==> config.mk <==
export PLATFORM = sky130hd
export DESIGN_NAME = sample_fifo
export DESIGN_NICKNAME = d
export VERILOG_FILES = /design/src/rtl/sample_fifo.sv
export SDC_FILE = /design/constraint.sdc
export NUM_CORES = 1
export LEC_CHECK = 0
export ABC_AREA = 1
export BUFFER_PORTS_ARGS = -buffer_cell sky130_fd_sc_hd__buf_2
export CORE_ASPECT_RATIO = 0.6
export CORE_UTILIZATION = 37
export CTS_CLUSTER_DIAMETER = 150
export CTS_CLUSTER_SIZE = 25
export DETAILED_ROUTE_END_ITERATION = 16
export GPL_TIMING_DRIVEN = 1
export PLACE_DENSITY_LB_ADDON = 0.3
export SETUP_SLACK_MARGIN = 0.5
export SLEW_MARGIN = 20
export SYNTH_ARGS = -nofsm -noshare
export SYNTH_HDL_FRONTEND = slang
export SYNTH_SLANG_ARGS = --single-unit
==> constraint.sdc <==
create_clock -name clk -period 6.65 [get_ports clk]
set_input_delay 0.3325 -clock clk [delete_from_list [all_inputs] [get_ports clk]]
set_output_delay 0.3325 -clock clk [all_outputs]
set_load 0.02 [all_outputs]
==> src/rtl/sample_fifo.sv <==
/*
 * Synchronous first-word-fall-through FIFO with a payload type parameter.
 * rd_data shows the oldest entry whenever empty is low, and rd pops it.
 * clear empties the FIFO in one cycle.
 */
`timescale 1ns/1ns

module sample_fifo #(
  parameter type payload_t = logic [31:0],
  parameter int depth = 16
) (
  input  logic clk,
  input  logic reset,
  input  logic clear,
  input  logic wr,
  input  payload_t wr_data,
  input  logic rd,
  output payload_t rd_data,
  output logic [$clog2(depth+1)-1:0] fill,
  output logic empty
);

  localparam int ptr_width = (depth > 1) ? $clog2(depth) : 1;

  payload_t mem [depth];
  logic [ptr_width-1:0] wr_ptr;
  logic [ptr_width-1:0] rd_ptr;

  function automatic logic [ptr_width-1:0] next_ptr(input logic [ptr_width-1:0] ptr);
    return (ptr == ptr_width'(depth - 1)) ? '0 : ptr + 1'b1;
  endfunction

  always_ff @(posedge clk) begin
    if (reset || clear) begin
      wr_ptr <= '0;
      rd_ptr <= '0;
      fill <= '0;
    end else begin
      if (wr) wr_ptr <= next_ptr(wr_ptr);
      if (rd) rd_ptr <= next_ptr(rd_ptr);
      // fill moves only when exactly one side is active
      if (wr && !rd) fill <= fill + 1'b1;
      else if (rd && !wr) fill <= fill - 1'b1;
    end
  end

  always_ff @(posedge clk) begin
    if (wr) mem[wr_ptr] <= wr_data;
  end

  assign rd_data = mem[rd_ptr];
  assign empty = (fill == '0);

  a_no_read_empty: assert property (@(posedge clk) disable iff (reset) rd |-> !empty);
  a_no_write_full: assert property (@(posedge clk) disable iff (reset)
    wr && !clear |-> fill != depth);

endmodule

==> flow_summary.yaml <==
critical_path:
  arrival_ns: 3.71
  worst_setup_path_start_kind: "flop"
  critPathRequiredTime_ns: 6.32
  critPathMaxFanout: 132
  crit_slowest_cell: "dfxtp_4"
  crit_top_cell: "nand3_1"
  crit_type: "reg2out"
  crit_path_end_kind: "output port"
  worst_path_largest_cell_delay_ns: 0.87
  cp_cell_sequence: "clkinv_8 -> buf_16 -> nand2_1 -> nand3_1 -> nand3_1 -> nand3_1 -> nand2_1 -> buf_2"
yosys:
  syn_area_um2: 22960
  synth_async_sr_flop_share: 0
  ys_seq_area_frac: 0.6845
  post-synth-top-area-fraction: 0.6696
  ys_top_cells_by_count: "nand2_1, edfxtp_1, inv_1"
  synth_cell_types: 25
  yosysMostFrequentCell: "nand2_1"
  synth_top_family_by_area: "simple AND/OR/NAND/NOR gates"
  synth_cells: 2194
  yosys_warnings: 0
  synth_top_area_cell: "edfxtp_1"
  syn_area_per_cell_um2: 10.46
  synth-edff-count: 512
  yosys-mux-area-fraction: 0
  synth_compound_area_frac: 0.003924
  synth_area_leaders: "edfxtp_1, nand2_1, nand3_1"
  synth_fp_nets: 2241
  synth-main-ff-cell: "edfxtp_1"
  synth_simple_gate_area_share: 0.2067
  yosys.area_share.xor_xnor: 0.0007629
  synth_fa_ha_area_frac: 0.005777
  ys_seq_elements: 529
cells_and_area:
  regArea_um2: 15730
  syn2layout_area_growth_pct: 7.553
  diodes: 0
  drive_gt1_frac: 0.07436
  multi_input_area_um2: 5106
  nFillCells: 5926
  nNetsFinal: 2258
global_route:
  top_usage_layer: "met2"
  grt_pass1_vias: 13400
  grt_max_degree: 199
  gr-usage-met2: 0.2684
  antenna_found_initial: 1
  grtUsageTotal: 0.1728
  grtUsageMet3: 0.02230
  grt_overflow: 0
  grt_pass1_wl_um: 82740
  grt_use_met1: 0.2628
floorplan:
  rows: 70
  dieArea_um2: 63090
  io_pins: 75
  die_w_um: 323.6
  floorplan.initialDensity: 0.3756
  design.core.area_um2: 61130
  die_h_um: 195.0
detailed_routing:
  vias: 14540
  drc: 0
  drt_iter0_drc: 1557
  vias_per_cell: 4.773
  drt.antenna.violating_nets: 0
  drt-total-wl_um: 54800
  wl_per_cell_um: 17.98
  dr.pass1.iters: 5
place:
  place_hpwl_um: 27220
  io_buffer_count: 74
  gp_congestion: 0.7700
  place_ws_ns: 3.309
clock_tree:
  cts_buffer_depth: 3
  postCtsHoldBufs: 0
  clkLatencyLatePin_ns: 0.61
  clock-sinks: 529
  cts-resized-gates: 0
  cts_made_buffers: 25
  clockRootBuffer: "clkbuf_16"
  htree_levels: 1
  cts_tree: "yes"
  clk_pin_slew_ns: 0.10
  post_cts_buffers: 0
timing:
  slew_headroom: 0.2385
  finalClockSkew_ns: 0.02528
  timing.hold.ws_ns: 0.05554
  fin_setup_tns_ns: 0
  slew_viol_final: 0
  rsz0062_at_grt: "no"
  layout_min_cycle_time_ns: 4.044
  hold_viol_final: 0
  min_period_over_period: 0.6081
  layout_setup_ws_ns: 2.606
  timing.fmax_ghz: 0.2473
  tightest_slew_ns: 1.141
  setup_viol: 0
power_and_ir_drop:
  p_total_mw: 5.747
  max-vdd-ir-drop_mv: 0.1798
  p_leak_nw: 10.28
  p_per_area_nw_per_um2: 232.7
status:
  status: "finished clean"
run:
  drv_cap: 0
worst_hold_path:
  hp-class: "in2reg"
[path summary, 6_finish.rpt]
check	start	end	cells past startpoint	slack, ns
setup reg to reg	wr_ptr[1]$_SDFFE_PP0P_	mem[4][26]$_DFFE_PP_	5	4.21
setup / recovery	flop	rd_data[12]	8	2.61
hold reg to reg	rd_ptr[3]$_SDFFE_PP0P_	flop	1	0.47
hold / removal	rd	flop	3	0.06
[metrics by stage]
step / instance area (µm²) / cells / util
floorplan: 22960 / 2194 / -
finish: 24690 / 3047 / 0.4039
CTS: 24690 / 3047 / 0.4039
global placement: 23960 / 3011 / 0.3919
global route: 24690 / 3047 / 0.4039
detailed placement: 23990 / 3012 / 0.3924
[per-layer routing]
metal,vias to the layer above,part of all wire
met5,-,0.00018
met4,2,0.012
met3,56,0.060
met2,378,0.45
met1,7046,0.48
li1,7061,-
[registers in the layout (all words and copies together), names as in the netlist, named ones only]
signal	count
wr_ptr	4
fill	5
mem	512
rd_ptr	4
[cell families after synthesis]
| logic type | after synthesis |
|---|---|
| buffers and inverters | 515 |
| flip-flops | 529 |
| AO/OA/AOI/OAI | 18 |
| adder cells (fa/ha/maj) | 10 |
| XOR/XNOR | 2 |
| AND/OR/NAND/NOR | 1120 |
[critical path, delay by kind of cell, from the launching register on]
kind,cells,cell delay [ns]
flip-flops,1,0.87
buffers and inverters,3,1.30
AND/OR/NAND/NOR,5,0.71
[layout make-up]
class / count / share of cell area
clock buffer: 33 / 0.02655
sequential: 529 / 0.6369
timing repair buffer: 96 / 0.02300
inverter: 409 / 0.06278
clock inverter: 2 / 0.002027
tap: 828 / 0.04195
multi-input combinational: 1150 / 0.2068
[power by group]
group / internal, mW / switching [mW] / total (mW)
registers: 3.67 / 0.0156 / 3.69
clock network: 0.710 / 1.03 / 1.74
logic: 0.0907 / 0.232 / 0.322
[cells in the final DEF, fill, tap and decap left out, types with 11 or more instances in the layout]
master,count
a21oi_1,11
buf_2,74
buf_4,20
clkbuf_16,25
dfxtp_1,13
edfxtp_1,512
inv_1,405
nand2_1,681
nand2_2,16
nand3_1,391
nor2_4,16
Note: power is estimated with default switching activity, not from simulation.
