<file path="src/rtl/sparse_buffer_pkg.sv">
/*
 * Shared types and constants for the sparse sample buffer.
 * Sample and beat widths, timestamp and header layouts, and the APB
 * register map used by the register block and the testbench.
 */

package sparse_buffer_pkg;

  localparam int sample_width = 16;
  localparam int parallel_samples = 2;
  localparam int tstamp_field_width = 16;

  // one beat is a group of samples taken in the same cycle
  typedef logic [parallel_samples-1:0][sample_width-1:0] beat_t;

  typedef struct packed {
    logic [tstamp_field_width-1:0] beat_timer;
    logic [tstamp_field_width-1:0] data_index;
  } tstamp_t;

  // high sits in the upper half of the register word
  typedef struct packed {
    logic [sample_width-1:0] high;
    logic [sample_width-1:0] low;
  } thresholds_t;

  typedef struct packed {
    logic [31:0] data;
    logic last;
  } out_word_t;

  // kind is 0 ahead of timestamps, 1 ahead of data
  typedef struct packed {
    logic kind;
    logic [6:0] channel;
    logic [23:0] count;
  } header_t;

  ////////////////////
  // APB register offsets
  ////////////////////
  localparam logic [11:0] reg_ctrl_addr = 12'h000;
  localparam logic [11:0] reg_status_addr = 12'h004;
  localparam logic [11:0] reg_thresh_base = 12'h010;

endpackage

</file>
<file path="src/rtl/buffer_config_regs.sv">
/*
 * APB slave for the sparse sample buffer.
 * Holds per-channel thresholds, turns ctrl writes into start and stop
 * pulses, and reports capture, readout and full status. No wait states.
 */
`timescale 1ns/1ns

module buffer_config_regs #(
  parameter int channels = 4
) (
  input  logic clk,
  input  logic reset,
  input  logic psel,
  input  logic penable,
  input  logic pwrite,
  input  logic [11:0] paddr,
  input  logic [31:0] pwdata,
  output logic [31:0] prdata,
  output logic pready,
  output logic pslverr,
  output sparse_buffer_pkg::thresholds_t [channels-1:0] thresholds,
  output logic start,
  output logic stop,
  input  logic capturing,
  input  logic readout_busy,
  input  logic [channels-1:0] full_flags
);

  logic access;
  logic wr_access;
  logic ctrl_hit;
  logic status_hit;
  logic thresh_hit;
  logic [11:0] thresh_offset;
  logic [9:0] thresh_idx;

  ////////////////////
  // address decode
  ////////////////////
  always_comb begin
    thresh_offset = paddr - sparse_buffer_pkg::reg_thresh_base;
    thresh_idx = thresh_offset[11:2];
    ctrl_hit = (paddr == sparse_buffer_pkg::reg_ctrl_addr);
    status_hit = (paddr == sparse_buffer_pkg::reg_status_addr);
    thresh_hit = (paddr >= sparse_buffer_pkg::reg_thresh_base)
        && (thresh_offset < 12'(4 * channels))
        && (paddr[1:0] == 2'b00);
  end

  assign access = psel && penable;
  assign wr_access = access && pwrite;
  assign pready = 1'b1;
  assign pslverr = access && !(ctrl_hit || status_hit || thresh_hit);

  // ctrl reads back as zero since its bits are pulses
  always_comb begin
    prdata = '0;
    if (status_hit) begin
      prdata[0] = capturing;
      prdata[1] = readout_busy;
      prdata[8 +: channels] = full_flags;
    end else if (thresh_hit) begin
      prdata = thresholds[thresh_idx];
    end
  end

  ////////////////////
  // register writes
  ////////////////////
  always_ff @(posedge clk) begin
    if (reset) begin
      thresholds <= '0;
      start <= 1'b0;
      stop <= 1'b0;
    end else begin
      // start wins when both bits are written
      start <= wr_access && ctrl_hit && pwdata[0] && !readout_busy;
      stop <= wr_access && ctrl_hit && pwdata[1] && !pwdata[0] && capturing;
      if (wr_access && thresh_hit) thresholds[thresh_idx] <= pwdata;
    end
  end

  // each ctrl write gives a single one-cycle pulse
  a_ctrl_pulse_single: assert property (@(posedge clk) disable iff (reset)
    (start || stop) |=> !(start || stop));

endmodule

</file>
<file path="config.mk">
export PLATFORM = sky130hd
export DESIGN_NAME = buffer_config_regs
export DESIGN_NICKNAME = d
export VERILOG_FILES = /design/src/rtl/sparse_buffer_pkg.sv /design/src/rtl/buffer_config_regs.sv
export SDC_FILE = /design/constraint.sdc
export NUM_CORES = 1
export LEC_CHECK = 0
export BUFFER_PORTS_ARGS = -buffer_cell sky130_fd_sc_hd__buf_4
export CAP_MARGIN = 20
export CORE_AREA = 10 10 120 122
export DETAILED_ROUTE_END_ITERATION = 16
export DIE_AREA = 0 0 130 132
export GPL_ROUTABILITY_DRIVEN = 0
export PLACE_DENSITY_LB_ADDON = 0.25
export SYNTH_ARGS = -nofsm -noshare
export SYNTH_HDL_FRONTEND = slang
export SYNTH_SLANG_ARGS = --single-unit
</file>
<file path="constraint.sdc">
create_clock -name clk -period 1.45 [get_ports clk]
set_input_delay 0.0725 -clock clk [delete_from_list [all_inputs] [get_ports clk]]
set_output_delay 0.0725 -clock clk [all_outputs]
set_load 0.03 [all_outputs]
</file>
==> flow_metrics.env, run 1 <==
export IMPL_die_h_um=132
export IMPL_p_int_mw=6.14
export IMPL_setup_slack_ps=-140
export IMPL_first_pass_iters=5
export IMPL_mappedNetlistArea_sq_um=5760
export IMPL_cts_made_buffers=17
export IMPL_fin_crit_sh_pct=110
export IMPL_dpl_cell_area_sq_um=7620
export IMPL_r2r_start="thresholds[3]$_SDFFE_PP0P_"
export IMPL_grt_max_degree=108
export IMPL_top_layer="met4"
export IMPL_cts_buffer_depth=2
export IMPL_syn_nets=704
export IMPL_wl_met3_mm=2.49
export IMPL_ys_types=28
export IMPL_holdPathStages=5
export IMPL_final_cell_mix="302 x buf_4, 183 x nand2_1, 104 x dfxtp_2"
export IMPL_cts_max_level=4
export IMPL_rows=40
export IMPL_worstRegToRegCells=3
export IMPL_grt_pass1_wl_mm=34.4
export IMPL_finalInstanceArea_sq_um=9390
export IMPL_fin_skew_ps=0
export IMPL_track_usage_pct=25.2
export IMPL_drc=0
export IMPL_hold_viol_final=0
export IMPL_cp_required_ps=1380
export IMPL_path_clk_slew_ps=60
export IMPL_routedWlPerCell_um=20.0
export IMPL_r2r_end="thresholds[3]$_SDFFE_PP0P_"
export IMPL_initial_core_util_pct=48.3
export IMPL_power_density_nw_per_um2=853
export IMPL_setup_violations_final=32
export IMPL_syn_avg_cell_area_sq_um=8.87
export IMPL_ios=219
export IMPL_hold_class="input pin to flip-flop"
export IMPL_cts_tree="done"
export IMPL_ys_seq_elements=130
export IMPL_vdd_ir_drop_max_mv=0.677
export IMPL_slew_viol_final=0
export IMPL_violations="negative setup slack"
export IMPL_dp_hpwl_mm=14.5
export IMPL_worst_ep_arrival_time_ps=1520
export IMPL_fin_nets=1033
export IMPL_die_x_um=130
export IMPL_portBuffers=217
export IMPL_wl_met2_mm=11.1
export IMPL_cap_violations=0
export IMPL_diodes=0
export IMPL_clock_sinks=130
export IMPL_crit_fanout=3
export IMPL_drive_gt1_share_pct=50.8
export IMPL_drt_iter0_markers=673
export IMPL_combPwrFrac_pct=6.3
export IMPL_swShare_pct=23.4
export IMPL_yosysWarnings=0
export IMPL_num_vias=6369
export IMPL_fmax_mhz=629
export IMPL_antenna_left=0
export IMPL_insertion_delay_ps=420
export IMPL_seq_area_frac_synth_pct=45.2
export IMPL_vias_per_cell=5.60
export IMPL_crit_type="flip-flop to primary output"
export IMPL_p_switching_mw=1.87
export IMPL_final_common_cell="buf_4"
export IMPL_rsz0062_at_grt="true"
export IMPL_leakage_nw=4.18
export IMPL_global_route_overflow_total=0
export IMPL_critPathLaunchType="flip-flop"
export IMPL_core_sq_um=11900
export IMPL_synth_cells=649
export IMPL_power_frac_clock_pct=49.1
export IMPL_min_to="stop$_SDFF_PP0_"
export IMPL_min_from="paddr[0]"
export IMPL_synthToLayoutAreaGrowth_pct=63.2
export IMPL_dieArea_sq_um=17200
export IMPL_critPathCaptureType="primary output"
export IMPL_status="finished, violations left"
export IMPL_m1WireLength_mm=8.30
export IMPL_setup_tns_ps=-3000
export IMPL_min_period_ps=1590
export IMPL_grt_pass1_vias=6500
export IMPL_reg2reg_slack_ps=610
export IMPL_seqPwrFrac_pct=44.6
export IMPL_drt_wl_total_mm=22.8
export IMPL_cts_root_buffer="clkbuf_16"
export IMPL_antenna_found_initial=0
-- worst max-delay path: stages, from the launching register on --
cell and delay, ps:
dfxtp_2 330, mux4_2 430, nor2b_1 150, buf_4 180
-- repair_timing --
| item | in CTS | in global routing |
|---|---|---|
| endpoints found under the hold margin | 130 | 0 |
| buffers inserted | 66 | 13 |
| hold buffers | 35 | 0 |
| endpoints found under the setup margin | 26 | 33 |
| pin swaps | 0 | 4 |
| resized for setup | 103 | 36 |
-- power groups by stage --
stage	clock network, mW	registers [mW]	logic (mW)
after floorplan	0	3.65	0.179
after global placement	0	3.65	0.402
after detailed placement	0	3.65	0.409
after CTS	3.94	3.57	0.488
after global routing	4.11	3.57	0.536
final	3.93	3.57	0.506
-- flip-flops by register name (all words and copies together), names as in the netlist --
register,flops
stop,1
start,1
thresholds,128
-- cell type report --
class / count / area, sq um
Clock buffer: 20 / 467
Clock inverter: 12 / 83.8
Fill cell: 742 / 2520
Multi-Input combinational cell: 467 / 2970
Sequential cell: 130 / 2730
Tap cell: 147 / 184
Timing Repair Buffer: 362 / 2950
-- per-layer routing --
| layer | GRT usage, % | vias to the layer above |
|---|---|---|
| li1 | - | 2863 |
| met1 | 27.9 | 3022 |
| met3 | 9.41 | 83 |
| met2 | 41.1 | 401 |
| met4 | 12.7 | 0 |
| met5 | 0 | - |
-- worst max path at each step --
stage                                             from                           to  slack, ps  depth (start not counted)
after floorplan                              paddr[11]                   prdata[16]       -140                          4
after global placement                        paddr[8]  thresholds[22]$_SDFFE_PP0P_        -30                          7
after detailed placement                     paddr[11]  thresholds[55]$_SDFFE_PP0P_        -90                          6
after CTS                  thresholds[44]$_SDFFE_PP0P_                   prdata[12]       -130                          3
after global routing      thresholds[108]$_SDFFE_PP0P_                   prdata[12]       -170                          3
final                      thresholds[19]$_SDFFE_PP0P_                   prdata[19]       -140                          3
-- kinds of logic after synthesis --
kind of cell | share of synthesized area (%)
buffers and inverters | 4.46
flip-flops | 45.2
AO/OA/AOI/OAI | 9.67
AND/OR/NAND/NOR | 21.7
other | 0.0652
multiplexers | 18.9
-- metrics by stage --
step | hold slack [ps] | utilization [%] | cells | power [mW] | worst slack (ps)
5_1_grt | 164 | 78.8 | 1138 | 8.21 | -172
4_1_cts | 113 | 77.1 | 1125 | 7.99 | -127
6_report | 149 | 78.8 | 1138 | 8.01 | -140
3_3_place_gp | 245 | 64.0 | 992 | 4.05 | -35.0
3_5_place_dp | 243 | 64.0 | 992 | 4.06 | -90.5
2_1_floorplan | 149 | - | 649 | 3.83 | -137
-- cell usage after synthesis --
master / count / area (sq um)
nor3_1: 2 / 10.0
buf_2: 10 / 50.1
and4_1: 3 / 26.3
nand4b_1: 1 / 8.76
o22ai_1: 1 / 6.26
o21ai_0: 5 / 25.0
nand4_1: 5 / 31.3
or3_1: 1 / 6.26
buf_1: 1 / 3.75
o21a_1: 6 / 45.0
dfxtp_1: 130 / 2600
nor4b_1: 1 / 8.76
nor2_1: 44 / 165
buf_6: 1 / 11.3
nor3b_1: 1 / 7.51
nor2b_1: 31 / 194
and4b_1: 1 / 10.0
nor4bb_1: 3 / 30.0
a21oi_1: 96 / 480
and3_1: 1 / 6.26
mux4_2: 26 / 586
nand2b_1: 2 / 12.5
mux2i_1: 50 / 500
clkbuf_1: 29 / 109
buf_4: 11 / 82.6
nand2_1: 184 / 691
conb_1: 1 / 3.75
nor4_4: 2 / 42.5
(Power assumes the default switching activity.)
==> inputs of run 2 (changes only) <==
- REMOVE_ABC_BUFFERS: not set -> 1
==> flow_metrics.env, run 2 (synthesis results as in run 1) <==
export IMPL_status="finished, violations left"
export IMPL_violations="negative setup slack"
export IMPL_fin_skew_ps=0
export IMPL_p_int_mw=6.45
export IMPL_worstRegToRegCells=4
export IMPL_die_x_um=130
export IMPL_synthToLayoutAreaGrowth_pct=63.3
export IMPL_track_usage_pct=24.8
export IMPL_min_from="reset"
export IMPL_grt_pass1_wl_mm=34.1
export IMPL_grt_max_degree=68
export IMPL_antenna_left=0
export IMPL_drt_wl_total_mm=22.5
export IMPL_drc=0
export IMPL_num_vias=6243
export IMPL_power_density_nw_per_um2=872
export IMPL_cap_violations=0
export IMPL_critPathCaptureType="primary output"
export IMPL_top_regs="thresholds (128), start (1), stop (1)"
export IMPL_final_common_cell="buf_4"
export IMPL_power_frac_clock_pct=50.2
export IMPL_final_cell_mix="296 x buf_4, 183 x nand2_1, 106 x dfxtp_2"
export IMPL_slowest_delay_ps=470
export IMPL_vdd_ir_drop_max_mv=0.648
export IMPL_fin_crit_sh_pct=113
export IMPL_holdPathStages=3
export IMPL_setup_slack_ps=-190
export IMPL_cts_tree="done"
export IMPL_first_pass_iters=5
export IMPL_cts_made_buffers=17
export IMPL_cts_root_buffer="clkbuf_16"
export IMPL_portBuffers=217
export IMPL_dp_hpwl_mm=14.1
export IMPL_leakage_nw=4.18
export IMPL_rsz0062_at_grt="true"
export IMPL_seqPwrFrac_pct=43.6
export IMPL_fmax_mhz=610
export IMPL_regMostFlops="thresholds"
export IMPL_path_clk_slew_ps=60
export IMPL_clock_sinks=130
export IMPL_die_h_um=132
export IMPL_swShare_pct=21.3
export IMPL_diodes=0
export IMPL_cpMaxStageDelayCell="mux4_2"
export IMPL_whs_ps=9.90
export IMPL_min_period_ps=1640
export IMPL_path_cells="mux4_2 > nor2b_2 > buf_6"
export IMPL_insertion_delay_ps=410
export IMPL_grt_pass1_vias=6401
export IMPL_global_route_overflow_total=0
export IMPL_drt_iter0_markers=579
export IMPL_core_sq_um=11900
export IMPL_cts_buffer_depth=2
export IMPL_routedWlPerCell_um=19.9
export IMPL_drive_gt1_share_pct=50.2
export IMPL_largest_reg_flops=128
export IMPL_r2r_start="thresholds[37]$_SDFFE_PP0P_"
export IMPL_power_total_mw=8.19
export IMPL_combPwrFrac_pct=6.2
export IMPL_fin_nets=1026
export IMPL_cts_max_level=4
export IMPL_crit_fanout=3
export IMPL_cp_required_ps=1380
export IMPL_crit_type="flip-flop to primary output"
export IMPL_setup_violations_final=26
export IMPL_initial_core_util_pct=48.3
export IMPL_dieArea_sq_um=17200
export IMPL_antenna_found_initial=0
export IMPL_ios=219
export IMPL_rows=40
export IMPL_vias_per_cell=5.54
export IMPL_p_switching_mw=1.75
export IMPL_critPathLaunchType="flip-flop"
export IMPL_min_to="stop$_SDFF_PP0_"
export IMPL_worst_ep_arrival_time_ps=1570
export IMPL_slew_viol_final=0
export IMPL_reg2reg_slack_ps=600
export IMPL_hold_class="input pin to flip-flop"
export IMPL_r2r_end="thresholds[37]$_SDFFE_PP0P_"
export IMPL_hold_viol_final=0
## run 2: cell types whose count changed in the layout (fill, tap and decap cells not counted), moves of 3 or more
cell	previous run	this run
buf_12	6	13
buf_6	19	12
buf_4	302	296
clkinvlp_4	5	1
nor2b_1	20	23
## run 2: final cells by class
cell class	count	area, sq um
fill	755	2510
tap	147	184
multi-input combinational	467	2960
clock buffer	22	474
clock inverter	6	82.6
sequential	130	2740
timing repair buffer	355	2960
## run 2: worst max path at each step
| stage | startpoint | endpoint | slack [ps] | depth (start not counted) |
|---|---|---|---|---|
| after global routing | thresholds[120]$_SDFFE_PP0P_ | prdata[24] | -220 | 3 |
| final | thresholds[56]$_SDFFE_PP0P_ | prdata[24] | -190 | 3 |
| after floorplan | paddr[11] | thresholds[0]$_SDFFE_PP0P_ | -1090 | 4 |
| after detailed placement | paddr[3] | thresholds[67]$_SDFFE_PP0P_ | -70 | 6 |
| after CTS | thresholds[117]$_SDFFE_PP0P_ | prdata[21] | -140 | 3 |
| after global placement | paddr[11] | prdata[4] | -30 | 7 |
## run 2: power groups by stage
stage / Combinational (mW) / Clock, mW / Sequential [mW]
floorplan: 0.0806 / 0 / 3.65
global placement: 0.406 / 0 / 3.65
detailed placement: 0.418 / 0 / 3.65
CTS: 0.495 / 4.12 / 3.57
global route: 0.537 / 4.30 / 3.57
finish: 0.509 / 4.11 / 3.57
## run 2: repair_timing
action / CTS / global route
buffers inserted: 61 / 9
gates resized for setup: 103 / 30
gates cloned: 0 / 0
endpoints found under the setup margin: 26 / 32
hold buffers: 34 / 0
pin swaps: 0 / 3
endpoints found under the hold margin: 128 / 0
## run 2: worst max-delay path: cells and delay by family, from the launching register on
| kind | cells | cell delay (ps) |
|---|---|---|
| muxes | 1 | 470 |
| DFF | 1 | 330 |
| and+or+nand+nor | 1 | 190 |
| buffers and inverters | 1 | 160 |
## run 2: layer usage
layer	share of wire, %	GRT usage, %	vias to the layer above
li1	-	-	2848
met1	40	28.7	3006
met2	48	41.7	348
met3	9.2	8.29	41
met4	2.2	8.19	0
met5	0	0	-
## run 2: per-stage QoR
stage	cell area [sq um]	utilization [%]	std cells	worst slack, ps	TNS, ps
final	9400	78.9	1127	-190	-3280
after global routing	9400	78.9	1127	-222	-4340
after CTS	9260	77.8	1118	-145	-3340
after detailed placement	7730	64.9	995	-74.6	-1470
after global placement	7730	64.9	995	-31.8	-31.8
after floorplan	5500	-	597	-1090	-68650
==> inputs of run 3 (changes only) <==
- SETUP_SLACK_MARGIN: not set -> 0.2
==> flow_metrics.env, run 3 (synthesis results as in run 1) <==
export IMPL_critPathLaunchType="flip-flop"
export IMPL_grt_pass1_wl_mm=35.0
export IMPL_path_clk_slew_ps=60
export IMPL_finalInstanceArea_sq_um=9630
export IMPL_setup_slack_ps=-143
export IMPL_ios=219
export IMPL_setup_violations_final=26
export IMPL_top_usage_layer="met2"
export IMPL_clock_sinks=130
export IMPL_vdd_ir_drop_max_mv=0.647
export IMPL_worst_ep_arrival_time_ps=1520
export IMPL_diodes=0
export IMPL_dpl_cell_count=995
export IMPL_hold_class="input pin to flip-flop"
export IMPL_vias_per_cell=5.54
export IMPL_fmax_mhz=628
export IMPL_critPathCaptureType="primary output"
export IMPL_dieArea_sq_um=17200
export IMPL_antenna_found_initial=0
export IMPL_regMostFlops="thresholds"
export IMPL_global_route_overflow_total=0
export IMPL_synthToLayoutAreaGrowth_pct=67.3
export IMPL_grt_use_met3_pct=8.29
export IMPL_routedWlPerCell_um=20.0
export IMPL_globalRouteMet1Util_pct=29.7
export IMPL_violations="negative setup slack"
export IMPL_largest_reg_flops=128
export IMPL_preCtsSetupSlack_ps=-74.6
export IMPL_cts_buffer_depth=2
export IMPL_die_x_um=130
export IMPL_portBuffers=217
export IMPL_fin_skew_ps=0
export IMPL_hold_viol_final=0
export IMPL_drive_gt1_share_pct=53.0
export IMPL_num_vias=6350
export IMPL_power_density_nw_per_um2=852
export IMPL_leakage_nw=4.31
export IMPL_cts_max_level=4
export IMPL_min_period_ps=1590
export IMPL_grt_max_degree=68
export IMPL_final_common_cell="buf_4"
export IMPL_initial_core_util_pct=48.3
export IMPL_status="finished, violations left"
export IMPL_rows=40
export IMPL_fin_nets=1046
export IMPL_crit_fanout=2
export IMPL_use_met2_pct=42.8
export IMPL_cp_required_ps=1380
export IMPL_cap_violations=0
export IMPL_core_sq_um=11900
export IMPL_slew_viol_final=0
export IMPL_dp_hpwl_mm=14.1
export IMPL_cts_made_buffers=17
export IMPL_drt_iter0_markers=625
export IMPL_antenna_left=0
export IMPL_drc=0
export IMPL_cts_root_buffer="clkbuf_16"
export IMPL_fin_crit_sh_pct=110
export IMPL_top_regs="thresholds (128), start (1), stop (1)"
export IMPL_crit_type="flip-flop to primary output"
export IMPL_final_cell_mix="304 x buf_4, 183 x nand2_1, 119 x dfxtp_2"
export IMPL_rsz0062_at_grt="true"
export IMPL_stdcell_count=1147
export IMPL_first_pass_iters=5
export IMPL_track_usage_pct=25.4
export IMPL_drt_wl_total_mm=23.0
export IMPL_dpl_cell_area_sq_um=7730
export IMPL_die_h_um=132
export IMPL_grt_pass1_vias=6551
export IMPL_cts_tree="done"
export IMPL_insertion_delay_ps=410
==> run 3: cell count changes in the layout (fill, tap and decap cells not counted), moves of 2 or more <==
cell	previous run	this run
a21oi_1	96	94
a21oi_2	0	2
and4_1	3	0
and4_4	0	2
buf_4	296	304
buf_6	12	22
buf_8	0	2
dfxtp_1	24	11
dfxtp_2	106	119
==> run 3: layer usage <==
layer | wire (um) | up-vias | part of all wire (%)
li1 | - | 2889 | -
met1 | 9080 | 3074 | 40
met2 | 11200 | 337 | 49
met3 | 2130 | 50 | 9.3
met4 | 528 | 0 | 2.3
met5 | 0 | - | 0
==> run 3: through the flow <==
step	hold WS, ps	utilization (%)	power (mW)	TNS, ps
2_1_floorplan	142	-	3.73	-68650
3_3_place_gp	248	64.9	4.06	-31.8
3_5_place_dp	260	64.9	4.07	-1470
4_1_cts	0.446	79.5	8.19	-3340
5_1_grt	23.1	80.9	8.41	-4240
6_report	10.0	80.9	8.20	-3140
==> run 3: worst paths after layout <==
check | start | to | slack [ps] | cells past startpoint
max reg2reg | thresholds[37]$_SDFFE_PP0P_ | thresholds[37]$_SDFFE_PP0P_ | 620 | 4
min | reset | stop$_SDFF_PP0_ | 10 | 3
min reg2reg | thresholds[91]$_SDFFE_PP0P_ | thresholds[91]$_SDFFE_PP0P_ | 460 | 2
max | thresholds[101]$_SDFFE_PP0P_ | prdata[5] | -140 | 3
==> run 3: area by class of cell <==
class                   count  area [sq um]
well taps                 147           184
multi-input cells         467          2980
fillers                   720          2280
flip-flops and latches    130          2750
clock buffers              22           474
repair buffers            375          3160
clock inverters             6          82.6
==> run 3: what timing repair did <==
action / 4_1_cts / 5_1_grt
setup buffers: 80 / 10
endpoints found under the hold margin: 128 / 0
hold buffers: 34 / 0
pin swaps: 13 / 5
resized for setup: 136 / 31
endpoints found under the setup margin: 33 / 35
gates cloned: 0 / 0
==> run 3: report_power, final <==
group	internal, mW	switching, mW
clock	2.62	1.50
sequential	3.57	0.0000686
combinational	0.260	0.256
==> run 3: worst max-delay path: stages (launching register included) <==
cell	delay, ps
dfxtp_2	320
mux4_2	460
nor2b_1	150
buf_4	190
