**src/rtl/sparse_buffer_pkg.sv**
```systemverilog
/*
 * Shared types and constants for the sparse sample buffer.
 * Sample and beat widths, timestamp and header layouts, and the APB
 * register map used by the register block and the testbench.
 */

package sparse_buffer_pkg;

  localparam int sample_width = 16;
  localparam int parallel_samples = 2;
  localparam int tstamp_field_width = 16;

  // one beat is a group of samples taken in the same cycle
  typedef logic [parallel_samples-1:0][sample_width-1:0] beat_t;

  typedef struct packed {
    logic [tstamp_field_width-1:0] beat_timer;
    logic [tstamp_field_width-1:0] data_index;
  } tstamp_t;

  // high sits in the upper half of the register word
  typedef struct packed {
    logic [sample_width-1:0] high;
    logic [sample_width-1:0] low;
  } thresholds_t;

  typedef struct packed {
    logic [31:0] data;
    logic last;
  } out_word_t;

  // kind is 0 ahead of timestamps, 1 ahead of data
  typedef struct packed {
    logic kind;
    logic [6:0] channel;
    logic [23:0] count;
  } header_t;

  ////////////////////
  // APB register offsets
  ////////////////////
  localparam logic [11:0] reg_ctrl_addr = 12'h000;
  localparam logic [11:0] reg_status_addr = 12'h004;
  localparam logic [11:0] reg_thresh_base = 12'h010;

endpackage

```
**src/rtl/buffer_readout.sv**
```systemverilog
/*
 * Drains all channel FIFOs after a stop into one framed word stream.
 * Per channel: timestamp header, timestamps, data header, data.
 * A one-word holding register drives the valid/ready output.
 */
`timescale 1ns/1ns

module buffer_readout #(
  parameter int channels = 4,
  parameter int tstamp_depth = 16,
  parameter int data_depth = 64
) (
  input  logic clk,
  input  logic reset,
  input  logic stop,
  input  sparse_buffer_pkg::tstamp_t [channels-1:0] tstamp_data,
  input  logic [channels-1:0][$clog2(tstamp_depth+1)-1:0] tstamp_fill,
  input  logic [channels-1:0] tstamp_empty,
  input  sparse_buffer_pkg::beat_t [channels-1:0] data_data,
  input  logic [channels-1:0][$clog2(data_depth+1)-1:0] data_fill,
  input  logic [channels-1:0] data_empty,
  output logic [channels-1:0] tstamp_rd,
  output logic [channels-1:0] data_rd,
  output logic out_valid,
  output sparse_buffer_pkg::out_word_t out_word,
  input  logic out_ready,
  output logic busy
);

  localparam int ch_width = (channels > 1) ? $clog2(channels) : 1;

  typedef enum logic [2:0] {
    s_idle, s_wait, s_ts_hdr, s_ts, s_data_hdr, s_data
  } state_t;

  state_t state;
  logic [ch_width-1:0] ch;
  logic slot_free;
  logic last_ch;
  logic load;
  sparse_buffer_pkg::out_word_t next_word;
  sparse_buffer_pkg::header_t hdr;

  assign slot_free = !out_valid || out_ready;
  assign last_ch = (ch == ch_width'(channels - 1));
  assign busy = (state != s_idle) || out_valid;

  ////////////////////
  // next output word and FIFO pops
  ////////////////////
  always_comb begin
    load = 1'b0;
    next_word = '0;
    tstamp_rd = '0;
    data_rd = '0;
    hdr = '0;
    hdr.channel = 7'(ch);
    case (state)
      s_ts_hdr: begin
        hdr.count = 24'(tstamp_fill[ch]);
        load = slot_free;
        next_word.data = hdr;
      end
      s_ts: if (!tstamp_empty[ch]) begin
        load = slot_free;
        tstamp_rd[ch] = slot_free;
        next_word.data = tstamp_data[ch];
      end
      s_data_hdr: begin
        hdr.kind = 1'b1;
        hdr.count = 24'(data_fill[ch]);
        load = slot_free;
        next_word.data = hdr;
        // an empty last channel ends on its header
        next_word.last = last_ch && data_empty[ch];
      end
      s_data: if (!data_empty[ch]) begin
        load = slot_free;
        data_rd[ch] = slot_free;
        next_word.data = data_data[ch];
        next_word.last = last_ch && (data_fill[ch] == 1);
      end
      default: ;
    endcase
  end

  ////////////////////
  // channel and phase sequencing
  ////////////////////
  always_ff @(posedge clk) begin
    if (reset) begin
      state <= s_idle;
      ch <= '0;
    end else begin
      case (state)
        s_idle: if (stop) begin
          state <= s_wait;
          ch <= '0;
        end
        // one cycle for in-flight writes to reach the fill counts
        s_wait: state <= s_ts_hdr;
        s_ts_hdr: if (slot_free) state <= s_ts;
        s_ts: if (tstamp_empty[ch]) state <= s_data_hdr;
        s_data_hdr: if (slot_free) state <= s_data;
        s_data: if (data_empty[ch]) begin
          if (last_ch) begin
            state <= s_idle;
          end else begin
            ch <= ch + 1'b1;
            state <= s_ts_hdr;
          end
        end
        default: state <= s_idle;
      endcase
    end
  end

  always_ff @(posedge clk) begin
    if (reset) out_valid <= 1'b0;
    else if (load) out_valid <= 1'b1;
    else if (out_ready) out_valid <= 1'b0;
  end

  always_ff @(posedge clk) begin
    if (load) out_word <= next_word;
  end

  a_hold_stalled: assert property (@(posedge clk) disable iff (reset)
    out_valid && !out_ready |=> out_valid && $stable(out_word));

endmodule

```
**config.mk**
```make
export PLATFORM = sky130hd
export DESIGN_NAME = buffer_readout
export DESIGN_NICKNAME = d
export VERILOG_FILES = /design/src/rtl/sparse_buffer_pkg.sv /design/src/rtl/buffer_readout.sv
export SDC_FILE = /design/constraint.sdc
export NUM_CORES = 1
export LEC_CHECK = 0
export ABC_AREA = 1
export ABC_CLOCK_PERIOD_IN_PS = 3100
export BUFFER_PORTS_ARGS = -buffer_cell sky130_fd_sc_hd__buf_2
export CORE_AREA = 10 10 132 134
export DETAILED_ROUTE_END_ITERATION = 7
export DIE_AREA = 0 0 142 144
export PLACE_DENSITY = 0.64
export SLEW_MARGIN = 20
export SYNTH_ARGS = -nofsm -noshare
export SYNTH_HDL_FRONTEND = slang
export SYNTH_SLANG_ARGS = --single-unit
```
**constraint.sdc**
```tcl
create_clock -name clk -period 3.1 [get_ports clk]
set_clock_uncertainty 0.1 [all_clocks]
set_input_delay 0.62 -clock clk [delete_from_list [all_inputs] [get_ports clk]]
set_output_delay 0.62 -clock clk [all_outputs]
set_load 0.03 [all_outputs]
```
==> results of run 1 <==
[worst max-delay path by stage]
stage	to	cells after the start	startpoint
3_3_place_gp	out_word[16]$_DFFE_PP_	7	data_empty[1]
6_report	data_rd[3]	5	ch[0]$_SDFFE_PP0P_
4_1_cts	data_rd[3]	5	ch[0]$_SDFFE_PP0P_
5_1_grt	data_rd[3]	5	ch[0]$_SDFFE_PP0P_
2_1_floorplan	out_word[0]$_DFFE_PP_	6	data_empty[1]
3_5_place_dp	out_word[22]$_DFFE_PP_	7	data_empty[1]
[through the flow]
step | utilization, % | cell area [um2] | hold WS [ns] | power (mW) | setup slack [ns]
final | 41.7 | 6190 | 0.412 | 3.71 | 0.493
after CTS | 41.6 | 6190 | 0.407 | 3.72 | 0.485
after detailed placement | 40.7 | 6050 | 0.448 | 3.20 | 0.616
after global placement | 40.7 | 6050 | 0.436 | 3.21 | 0.621
after global routing | 41.6 | 6190 | 0.424 | 4.01 | 0.370
after floorplan | - | 4310 | 0.411 | 2.54 | 0.704
[logic make-up (layout without fill, tap and decap cells)]
| group | Yosys count | in the layout | share of synthesized area, % |
|---|---|---|---|
| adders and majority gates | 4 | 4 | 1.16 |
| AOI/OAI and AO/OA | 233 | 233 | 30.7 |
| other | 0 | 1 | 0 |
| DFF | 39 | 39 | 25.8 |
| buffers and inverters | 79 | 396 | 10.4 |
| and+or+nand+nor | 341 | 341 | 32.0 |
[metal layers]
metal / share of wire [%] / vias to the layer above / wire, um / track usage [%]
met5: 0 / - / 0 / 0
li1: - / 3030 / - / -
met2: 50 / 253 / 11000 / 33.0
met1: 41 / 2776 / 8970 / 23.8
met4: 1.0 / 0 / 220 / 3.44
met3: 8.6 / 12 / 1900 / 5.44
[cells in the mapped netlist]
cell type | instances | area (um2)
nand2_2 | 3 | 18.8
o2111ai_1 | 4 | 35.0
a21oi_2 | 1 | 8.76
buf_2 | 17 | 85.1
o21ai_0 | 151 | 756
nand3_2 | 2 | 20.0
inv_4 | 1 | 6.26
a22o_1 | 22 | 193
inv_1 | 17 | 63.8
buf_4 | 6 | 45.0
dfxtp_1 | 6 | 120
edfxtp_1 | 33 | 991
nor2_1 | 179 | 672
and3_1 | 1 | 6.26
nand2_1 | 114 | 428
nor2_2 | 1 | 6.26
buf_8 | 2 | 30.0
inv_2 | 3 | 11.3
ha_1 | 4 | 50.1
a21oi_1 | 6 | 30.0
clkbuf_1 | 22 | 82.6
nor2_4 | 1 | 11.3
nand4_1 | 1 | 6.26
o211ai_1 | 4 | 30.0
o21ai_1 | 7 | 35.0
nand2_4 | 2 | 22.5
nand3_1 | 36 | 180
nand3b_1 | 1 | 7.51
o22ai_1 | 38 | 238
buf_6 | 11 | 124
[state kept, by name (all words and copies together), names as in the netlist]
name,cells
out_word,33
state,3
ch,2
out_valid,1
[layout make-up]
cell class	instances	share of cell area, %
diodes	1	0.0404
clock buffers	7	2.14
clock inverters	1	0.0808
inverters	21	1.35
multi-input cells	578	44.5
flip-flops and latches	39	18.1
well taps	188	3.80
repair buffers	367	30.0
[where the power goes]
part / internal (mW) / switching (mW) / leakage [nW]
combinational: 0.748 / 1.63 / 2.67
sequential: 0.760 / 0.0590 / 0.360
clock: 0.298 / 0.213 / 0.0679
==> reports/metrics.yaml, run 1 <==
status:
  outcome: "finished, final reports clean"
clock_network:
  path_clk_slew_ns: 0.06
  htree_levels: 2
  numCtsBuffers: 5
  cts_tree: "built"
  cts_resized: 0
  clockBufferDepth: 2
  cts_hold_buf: 0
  post-cts-setup-buffers: 0
  cts_sinks: 39
  root_buffer: "clkbuf_16"
  clock_latency_ns: 0.28
timing:
  setup_violations: 0
  finalCritPeriodShare_pct: 84.1
  maxSlewHeadroom_pct: 43.4
  maxSlewViolCount: 0
  tightest_slew_ns: 0.848
  hold_viol_final: 0
  tns_ns: 0
  fmax_mhz: 384
  fin_crit_ns: 2.61
  rsz0062_at_grt: "false"
routing:
  drt-pass1-iter-count: 5
  ant_nets: 0
  via_per_inst: 5.05
  routedWlPerCell_um: 18.4
  num_vias: 6071
  drt_iter0_markers: 478
  drc: 0
  drt_wl_total_um: 22100
critical_path:
  critPathKind: "reg2out"
  cp-end-kind: "primary output"
  r2r_slack_ns: 0.71
  slowest_stage: "buf_4"
  regToRegEndpoint: "out_word[20]$_DFFE_PP_"
  cpPeakStageDelay_ns: 0.50
  crit_arrival_ns: 1.89
  crit_buf_inv: 2
  critPathLaunchType: "flip-flop"
  worstPathCellList: "buf_4 -> ha_1 -> nand2_1 -> nor2_1 -> buf_2"
  r2r_start: "ch[1]$_SDFFE_PP0P_"
  critPathRequiredTime_ns: 2.38
  crit_family: "buffers and inverters"
  path_max_fanout: 63
  reg2reg_depth: 6
worst_hold_path:
  hold_end: "out_valid$_SDFFE_PP0P_"
  min-delay-path-class: "in2reg"
  hp-start: "reset"
  holdPathStages: 2
power_and_ir_drop:
  peakVddDrop_mv: 0.425
  p_leak_nw: 3.09
  power_density_nw_per_um2: 599
logic_synthesis:
  syn_area_um2: 4310
  syn_nets: 1016
  synth_warnings: 0
  synth_cell_types: 30
  syn_area_per_cell_um2: 6.20
  netlist_instances: 696
  synth-seq-cells: 39
  synth-seq-area-share_pct: 25.8
layout:
  final-seq-area_um2: 1120
  final_cell_mix: "buf_2, nor2_1, o21ai_0"
  final_common_cell: "buf_2"
  drive_above_1_share_pct: 38.5
  multi_input_area_um2: 2760
  final_cells: 1202
  area_growth_pct: 43.6
  nFillCells: 1656
  nNetsFinal: 1332
job:
  max-cap-violations: 0
grt:
  grt_pass1_wl_um: 31600
  grt_pass1_vias: 5753
  antenna_found_initial: 0
  grt_usage_pct: 19.3
  grt_max_degree: 89
  grt_overflow_total: 0
floorplan:
  rows: 45
  io_pins: 359
  core-area_um2: 14900
  die_x_um: 142
  dieHeight_um: 144
  dieArea_um2: 20400
  initial_utilization_pct: 29.0
placement:
  place.gp.congestion: 0.899
  io_buffer_count: 358
  dpl.cell_count: 1193
  dp_hpwl_um: 17600
Note: power is estimated with default switching activity, not from simulation.
==> run 2, diff against run 1 <==
ABC_AREA = 0   (was 1)
ABC_CLOCK_PERIOD_IN_PS = 2400   (was 3100)
CORE_AREA = 10 10 130 132   (was 10 10 132 134)
DIE_AREA = 0 0 140 142   (was 0 0 142 144)
PLACE_DENSITY = 0.61   (was 0.64)
clock period = 2.4 ns   (was 3.1 ns; I/O delays follow)
==> reports/metrics.yaml, run 2 <==
status:
  outcome: "finished, violations left"
  violations: "setup timing"
critical_path:
  slowest_stage: "mux4_2"
  critPathLaunchType: "flip-flop"
  r2r_slack_ns: 0.01  # -0.70 ns
  crit_family: "multiplexers"
  critPathLaunch: "ch[0]$_SDFFE_PP0P_"
  critPathKind: "reg2out"
  crit_arrival_ns: 1.83  # -0.06 ns
  cp-end-kind: "primary output"
  regToRegEndpoint: "out_word[0]$_DFFE_PP_"
  reg2reg_depth: 5  # -1
  cpPeakStageDelay_ns: 0.51  # about the same
  path_max_fanout: 5  # -92%
  worstPathCellList: "mux4_2 -> or3_4 -> nor2_1 -> buf_4"
  critPathRequiredTime_ns: 1.82  # -0.56 ns
  crit_buf_inv: 1  # -1
  r2r_start: "ch[0]$_SDFFE_PP0P_"
  path_depth: 4  # -1
routing:
  drt-pass1-iter-count: 4  # -1
  drt_iter0_markers: 204  # -57%
  ant_nets: 0  # unchanged
  drc: 0  # unchanged
  drt_wl_total_um: 19100  # -14%
  via_per_inst: 5.12  # +1.4%
  num_vias: 4152  # -32%
  routedWlPerCell_um: 23.5  # +28%
layout:
  nFillCells: 1351  # -18%
  final_common_cell: "buf_2"
  area_growth_pct: 66.0
  final_cells: 811  # -33%
  top_regs: "out_word: 33 flops, state: 3 flops, ch: 2 flops"
  final-seq-area_um2: 1120  # unchanged
  multi_input_area_um2: 2540  # -7.6%
  drive_above_1_share_pct: 77.1  # +39 points
  regMostFlops: "out_word"
  nNetsFinal: 944  # -29%
  largest_register_ffs: 33  # unchanged
  final_cell_mix: "buf_2, mux4_2, edfxtp_1"
clock_network:
  path_clk_slew_ns: 0.06  # about the same
  htree_levels: 2  # unchanged
  root_buffer: "clkbuf_16"
  cts_sinks: 39  # unchanged
  clock_latency_ns: 0.27  # about the same
  cts_hold_buf: 0  # unchanged
  clockBufferDepth: 2  # unchanged
  cts_tree: "built"
  numCtsBuffers: 5  # unchanged
placement:
  io_buffer_count: 358  # unchanged
  dp_hpwl_um: 16600  # -5.7%
  dpl.cell_count: 796  # -33%
  place.gp.congestion: 0.847  # -5.7%
  pre_cts_ws_ns: -0.0778  # -0.694 ns
grt:
  grt_max_degree: 44  # -51%
  grt_pass1_wl_um: 28000  # -11%
  grt_overflow_total: 0  # unchanged
  antenna_found_initial: 3  # +3
  grt_pass1_vias: 4757  # -17%
  grt_usage_pct: 17.8  # -1.6 points
floorplan:
  dieHeight_um: 142  # -1.4%
  core-area_um2: 14300  # -3.7%
  initial_utilization_pct: 26.1  # -2.9 points
  rows: 44  # -2.2%
  io_pins: 359  # unchanged
  die_x_um: 140  # -1.4%
  dieArea_um2: 19900  # -2.8%
timing:
  setup_slack_ns: -0.0126  # -0.506 ns
  maxSlewHeadroom_pct: 64.3  # +21 points
  maxSlewViolCount: 0  # unchanged
  fin_crit_ns: 2.41
  fmax_mhz: 414
  finalCritPeriodShare_pct: 101
  rsz0062_at_grt: "true"
  hold_viol_final: 0  # unchanged
  setup_violations: 3  # +3
  tightest_slew_ns: 0.535  # -0.313 ns
logic_synthesis:
  synth-seq-area-share_pct: 29.7  # +4.0 points
  syn_area_um2: 3740  # -13%
  yosysTopAreaCellShare_pct: 46.4  # +23 points
  yosysTopAreaCell: "mux4_2"
  netlist_instances: 261  # -63%
  synth_cell_types: 37  # +23%
  synth_warnings: 0  # unchanged
  synth_ff_type: "edfxtp_1"
  synthArstFlopShare_pct: 0  # unchanged
  yosysMostFrequentCell: "mux4_2"
  syn_area_per_cell_um2: 14.3  # +130%
  synth_edf_count: 33  # unchanged
  syn_nets: 581  # -43%
  synthTopCellsByCount: "mux4_2, edfxtp_1, a22o_1, clkbuf_1, nand2_1"
  ys_top_cells_by_area: "mux4_2, edfxtp_1, a22o_1, dfxtp_1, a22oi_1"
  synth-seq-cells: 39  # unchanged
worst_hold_path:
  hold_end: "ch[0]$_SDFFE_PP0P_"
  hp-start: "reset"
  min-delay-path-class: "in2reg"
  holdPathStages: 2  # unchanged
job:
  max-cap-violations: 0  # unchanged
power_and_ir_drop:
  p_leak_nw: 2.71  # -12%
  peakVddDrop_mv: 0.234  # -45%
  power_density_nw_per_um2: 342  # -43%
run 2: worst max-delay path by stage:
| stage | end | slack, ns |
|---|---|---|
| floorplan | out_word[0]$_DFFE_PP_ | -0.24 |
| global placement | tstamp_rd[0] | -0.06 |
| detailed placement | tstamp_rd[0] | -0.08 |
| CTS | tstamp_rd[0] | -0.02 |
| global route | tstamp_rd[0] | -0.09 |
| finish | tstamp_rd[2] | -0.01 |
run 2: layout make-up:
cell class | instances | share of cell area [%]
well taps | 184 | 3.71
clock buffers | 7 | 2.14
clock inverters | 1 | 0.0807
multi-input cells | 188 | 41.0
flip-flops and latches | 39 | 18.0
repair buffers | 387 | 34.7
inverters | 3 | 0.182
diodes | 2 | 0.0807
run 2: per-stage QoR:
step / area (um2) / total power, mW / utilization (%) / hold slack, ns / setup TNS, ns
finish: 6200 / 2.12 / 43.3 / 0.360 / -0.0294
CTS: 6110 / 2.15 / 42.7 / 0.343 / -0.0559
detailed placement: 5890 / 1.51 / 41.1 / 0.562 / -1.84
global placement: 5890 / 1.49 / 41.1 / 0.538 / -1.32
global route: 6200 / 2.24 / 43.3 / 0.346 / -0.481
floorplan: 3760 / 1.11 / - / 0.445 / -8.24
run 2: worst reg2reg max path, cell delays in order, from the launching register on:
cell	delay [ns]
dfxtp_4	0.38
buf_8	0.16
mux4_2	0.53
or4b_4	0.56
or4_1	0.41
o21ai_1	0.12
run 2: cell families after synthesis:
kind of cell	Yosys count	share of synthesized area, %
XOR/XNOR	1	0.234
AO/OA/AOI/OAI	54	10.9
multiplexers	80	47.6
adder cells (fa/ha/maj)	4	1.34
AND/OR/NAND/NOR	49	6.39
flip-flops	39	29.7
buffers and inverters	34	3.75
run 2: what timing repair did:
action / 4_1_cts / 5_1_grt
buffers inserted: 2 / 2
setup endpoints to repair: 8 / 9
cloned: 0 / 1
resized for setup: 21 / 12
pin swaps: 0 / 3
run 2: per-layer routing:
layer	share of wire (%)	wire length [um]	global-route usage (%)	up-vias
met1	36	6880	19.9	2038
li1	-	-	-	1867
met3	9.2	1750	5.94	14
met5	0	0	0	-
met4	1.1	210	4.08	0
met2	54	10200	31.9	233
run 2: report_power, final:
part	internal (mW)	leakage, nW	switching [mW]
Clock	0.384	0.0679	0.246
Combinational	0.361	2.28	0.323
Sequential	0.790	0.357	0.0149
==> run 3, diff against run 2 <==
==> constraint.sdc (replaced) <==
create_clock -name clk -period 2.4 [get_ports clk]
set_clock_uncertainty 0.1 [all_clocks]
set_input_delay 0.12 -clock clk [delete_from_list [all_inputs] [get_ports clk]]
set_output_delay 0.12 -clock clk [all_outputs]
set_load 0.03 [all_outputs]
==> reports/metrics.yaml, run 3 (synthesis results as in run 2) <==
timing:
  tightest_slew_ns: 0.528  # -0.00695 ns
  hold-worst-slack_ns: 0.138  # -0.222 ns
  finalCritPeriodShare_pct: 97.2  # -3.3 points
  fmax_mhz: 429  # +3.4%
  maxSlewHeadroom_pct: 64.8  # +0.46 points
  maxSlewViolCount: 0  # unchanged
  hold_viol_final: 0  # unchanged
  setup_slack_ns: 0.0663  # +0.0789 ns
  fin_crit_ns: 2.33  # -0.0789 ns
  setup_violations: 0  # -3
critical_path:
  cpPeakStageDelay_ns: 0.58  # +0.07 ns
  path_max_fanout: 9  # +4
  worstPathCellList: "mux4_2 -> or3_4 -> buf_4 -> nor2_1 -> buf_4"
  cp-end-kind: "primary output"
  cp_common_cell: "buf_4"
  critPathKind: "reg2out"
  crit_arrival_ns: 2.11  # +0.28 ns
  critPathLaunchType: "flip-flop"
  slowest_stage: "mux4_2"
  r2r_slack_ns: 0.08  # +0.07 ns
  critPathRequiredTime_ns: 2.18  # +0.36 ns
grt:
  grt_pass1_wl_um: 27600  # -1.3%
  grt_usage_pct: 17.4  # -0.33 points
  grt_overflow_total: 0  # unchanged
  grt_pass1_vias: 4832  # +1.6%
  antenna_found_initial: 1  # -2
  grt_max_degree: 43  # -2.3%
routing:
  drc: 0  # unchanged
  drt-pass1-iter-count: 4  # unchanged
  ant_nets: 0  # unchanged
  num_vias: 4188  # +0.87%
  drt_iter0_markers: 163  # -20%
  via_per_inst: 5.22  # +1.9%
  drt_wl_total_um: 19000  # about the same
  routedWlPerCell_um: 23.7  # +0.99%
clock_network:
  numCtsBuffers: 5  # unchanged
  clock_latency_ns: 0.28  # about the same
  htree_levels: 2  # unchanged
  clockBufferDepth: 2  # unchanged
  cts_tree: "built"
  path_clk_slew_ns: 0.06  # about the same
  cts_sinks: 39  # unchanged
  root_buffer: "clkbuf_16"
floorplan:
  core-area_um2: 14300  # unchanged
  dieHeight_um: 142  # unchanged
  initial_utilization_pct: 26.1  # unchanged
  rows: 44  # unchanged
  dieArea_um2: 19900  # unchanged
  io_pins: 359  # unchanged
  die_x_um: 140  # unchanged
layout:
  area_growth_pct: 63.8
  fin_util_pct: 42.8  # -0.56 points
  regMostFlops: "out_word"
  largest_register_ffs: 33  # unchanged
  nFillCells: 1391  # +3.0%
  n_antenna_cell: 0  # -2
  nNetsFinal: 938  # -0.64%
  top_regs: "out_word: 33 flops, state: 3 flops, ch: 2 flops"
  final_common_cell: "buf_2"
  final_cells: 803  # -0.99%
  final_cell_mix: "buf_2, mux4_2, edfxtp_1"
  drive_above_1_share_pct: 75.9  # -1.2 points
placement:
  place.gp.congestion: 0.874  # +3.2%
  pre_cts_ws_ns: 0.0535  # +0.131 ns
  dp_hpwl_um: 16500  # -0.47%
  dpl.cell_count: 788  # -1.0%
  io_buffer_count: 358  # unchanged
job:
  max-cap-violations: 0  # unchanged
status:
  outcome: "finished, final reports clean"
power_and_ir_drop:
  p_leak_nw: 2.69  # -0.66%
  peakVddDrop_mv: 0.272  # +16%
  power_density_nw_per_um2: 366  # +7.1%
worst_hold_path:
  min-delay-path-class: "in2reg"
[run 3: changes by cell type in the layout (fill, tap and decap cells not counted), sizes merged]
cell and change:
buf -9, bufinv +1, clkinv +1, diode -2, dlygate4sd3 +1
[run 3: routing by layer]
layer	wire (um)	global-route usage, %	part of all wire, %
met2	10100	31.3	53
met3	1690	5.84	8.9
met1	7010	19.6	37
met4	227	3.75	1.2
met5	0	0	0
[run 3: final timing paths]
| path | start | to | depth (start not counted) |
|---|---|---|---|
| setup reg to reg | ch[0]$_SDFFE_PP0P_ | out_word[0]$_DFFE_PP_ | 4 |
| hold / removal | stop | ch[0]$_SDFFE_PP0P_ | 4 |
| setup / recovery | ch[0]$_SDFFE_PP0P_ | tstamp_rd[1] | 5 |
| hold reg to reg | state[2]$_SDFFE_PP0P_ | state[1]$_SDFFE_PP0P_ | 2 |
[run 3: power breakdown]
group | internal, mW | total [mW] | switching (mW)
clock network | 0.490 | 0.761 | 0.271
registers | 0.790 | 0.810 | 0.0197
logic | 0.351 | 0.670 | 0.319
[run 3: through the flow]
step / power, mW / instance area [um2] / setup TNS [ns]
after floorplan: 1.11 / 3760 / -7.90
after global placement: 1.48 / 5840 / 0
after detailed placement: 1.50 / 5840 / 0
after CTS: 2.28 / 6040 / 0
after global routing: 2.36 / 6120 / -0.000129
final: 2.24 / 6120 / 0
[run 3: layout make-up]
type	instances	area [um2]	area share, %
multi-input combinational	188	2510	41.0
inverter	3	11.3	0.184
timing repair buffer	381	2080	34.0
tap	184	230	3.76
clock inverter	3	43.8	0.715
clock buffer	5	125	2.04
sequential	39	1120	18.3
[run 3: worst max-delay path, delay by kind of cell, from the launching register on]
family | cells | cell delay (ns)
buffers and inverters | 2 | 0.35
muxes | 1 | 0.58
DFF | 1 | 0.42
and+or+nand+nor | 2 | 0.48
[run 3: timing repair]
action / CTS / global route
setup buffers: 3 / 1
hold endpoints to repair: 5 / 0
gates cloned: 0 / 2
gates resized for setup: 1 / 7
hold buffers: 1 / 0
setup endpoints to repair: 4 / 9
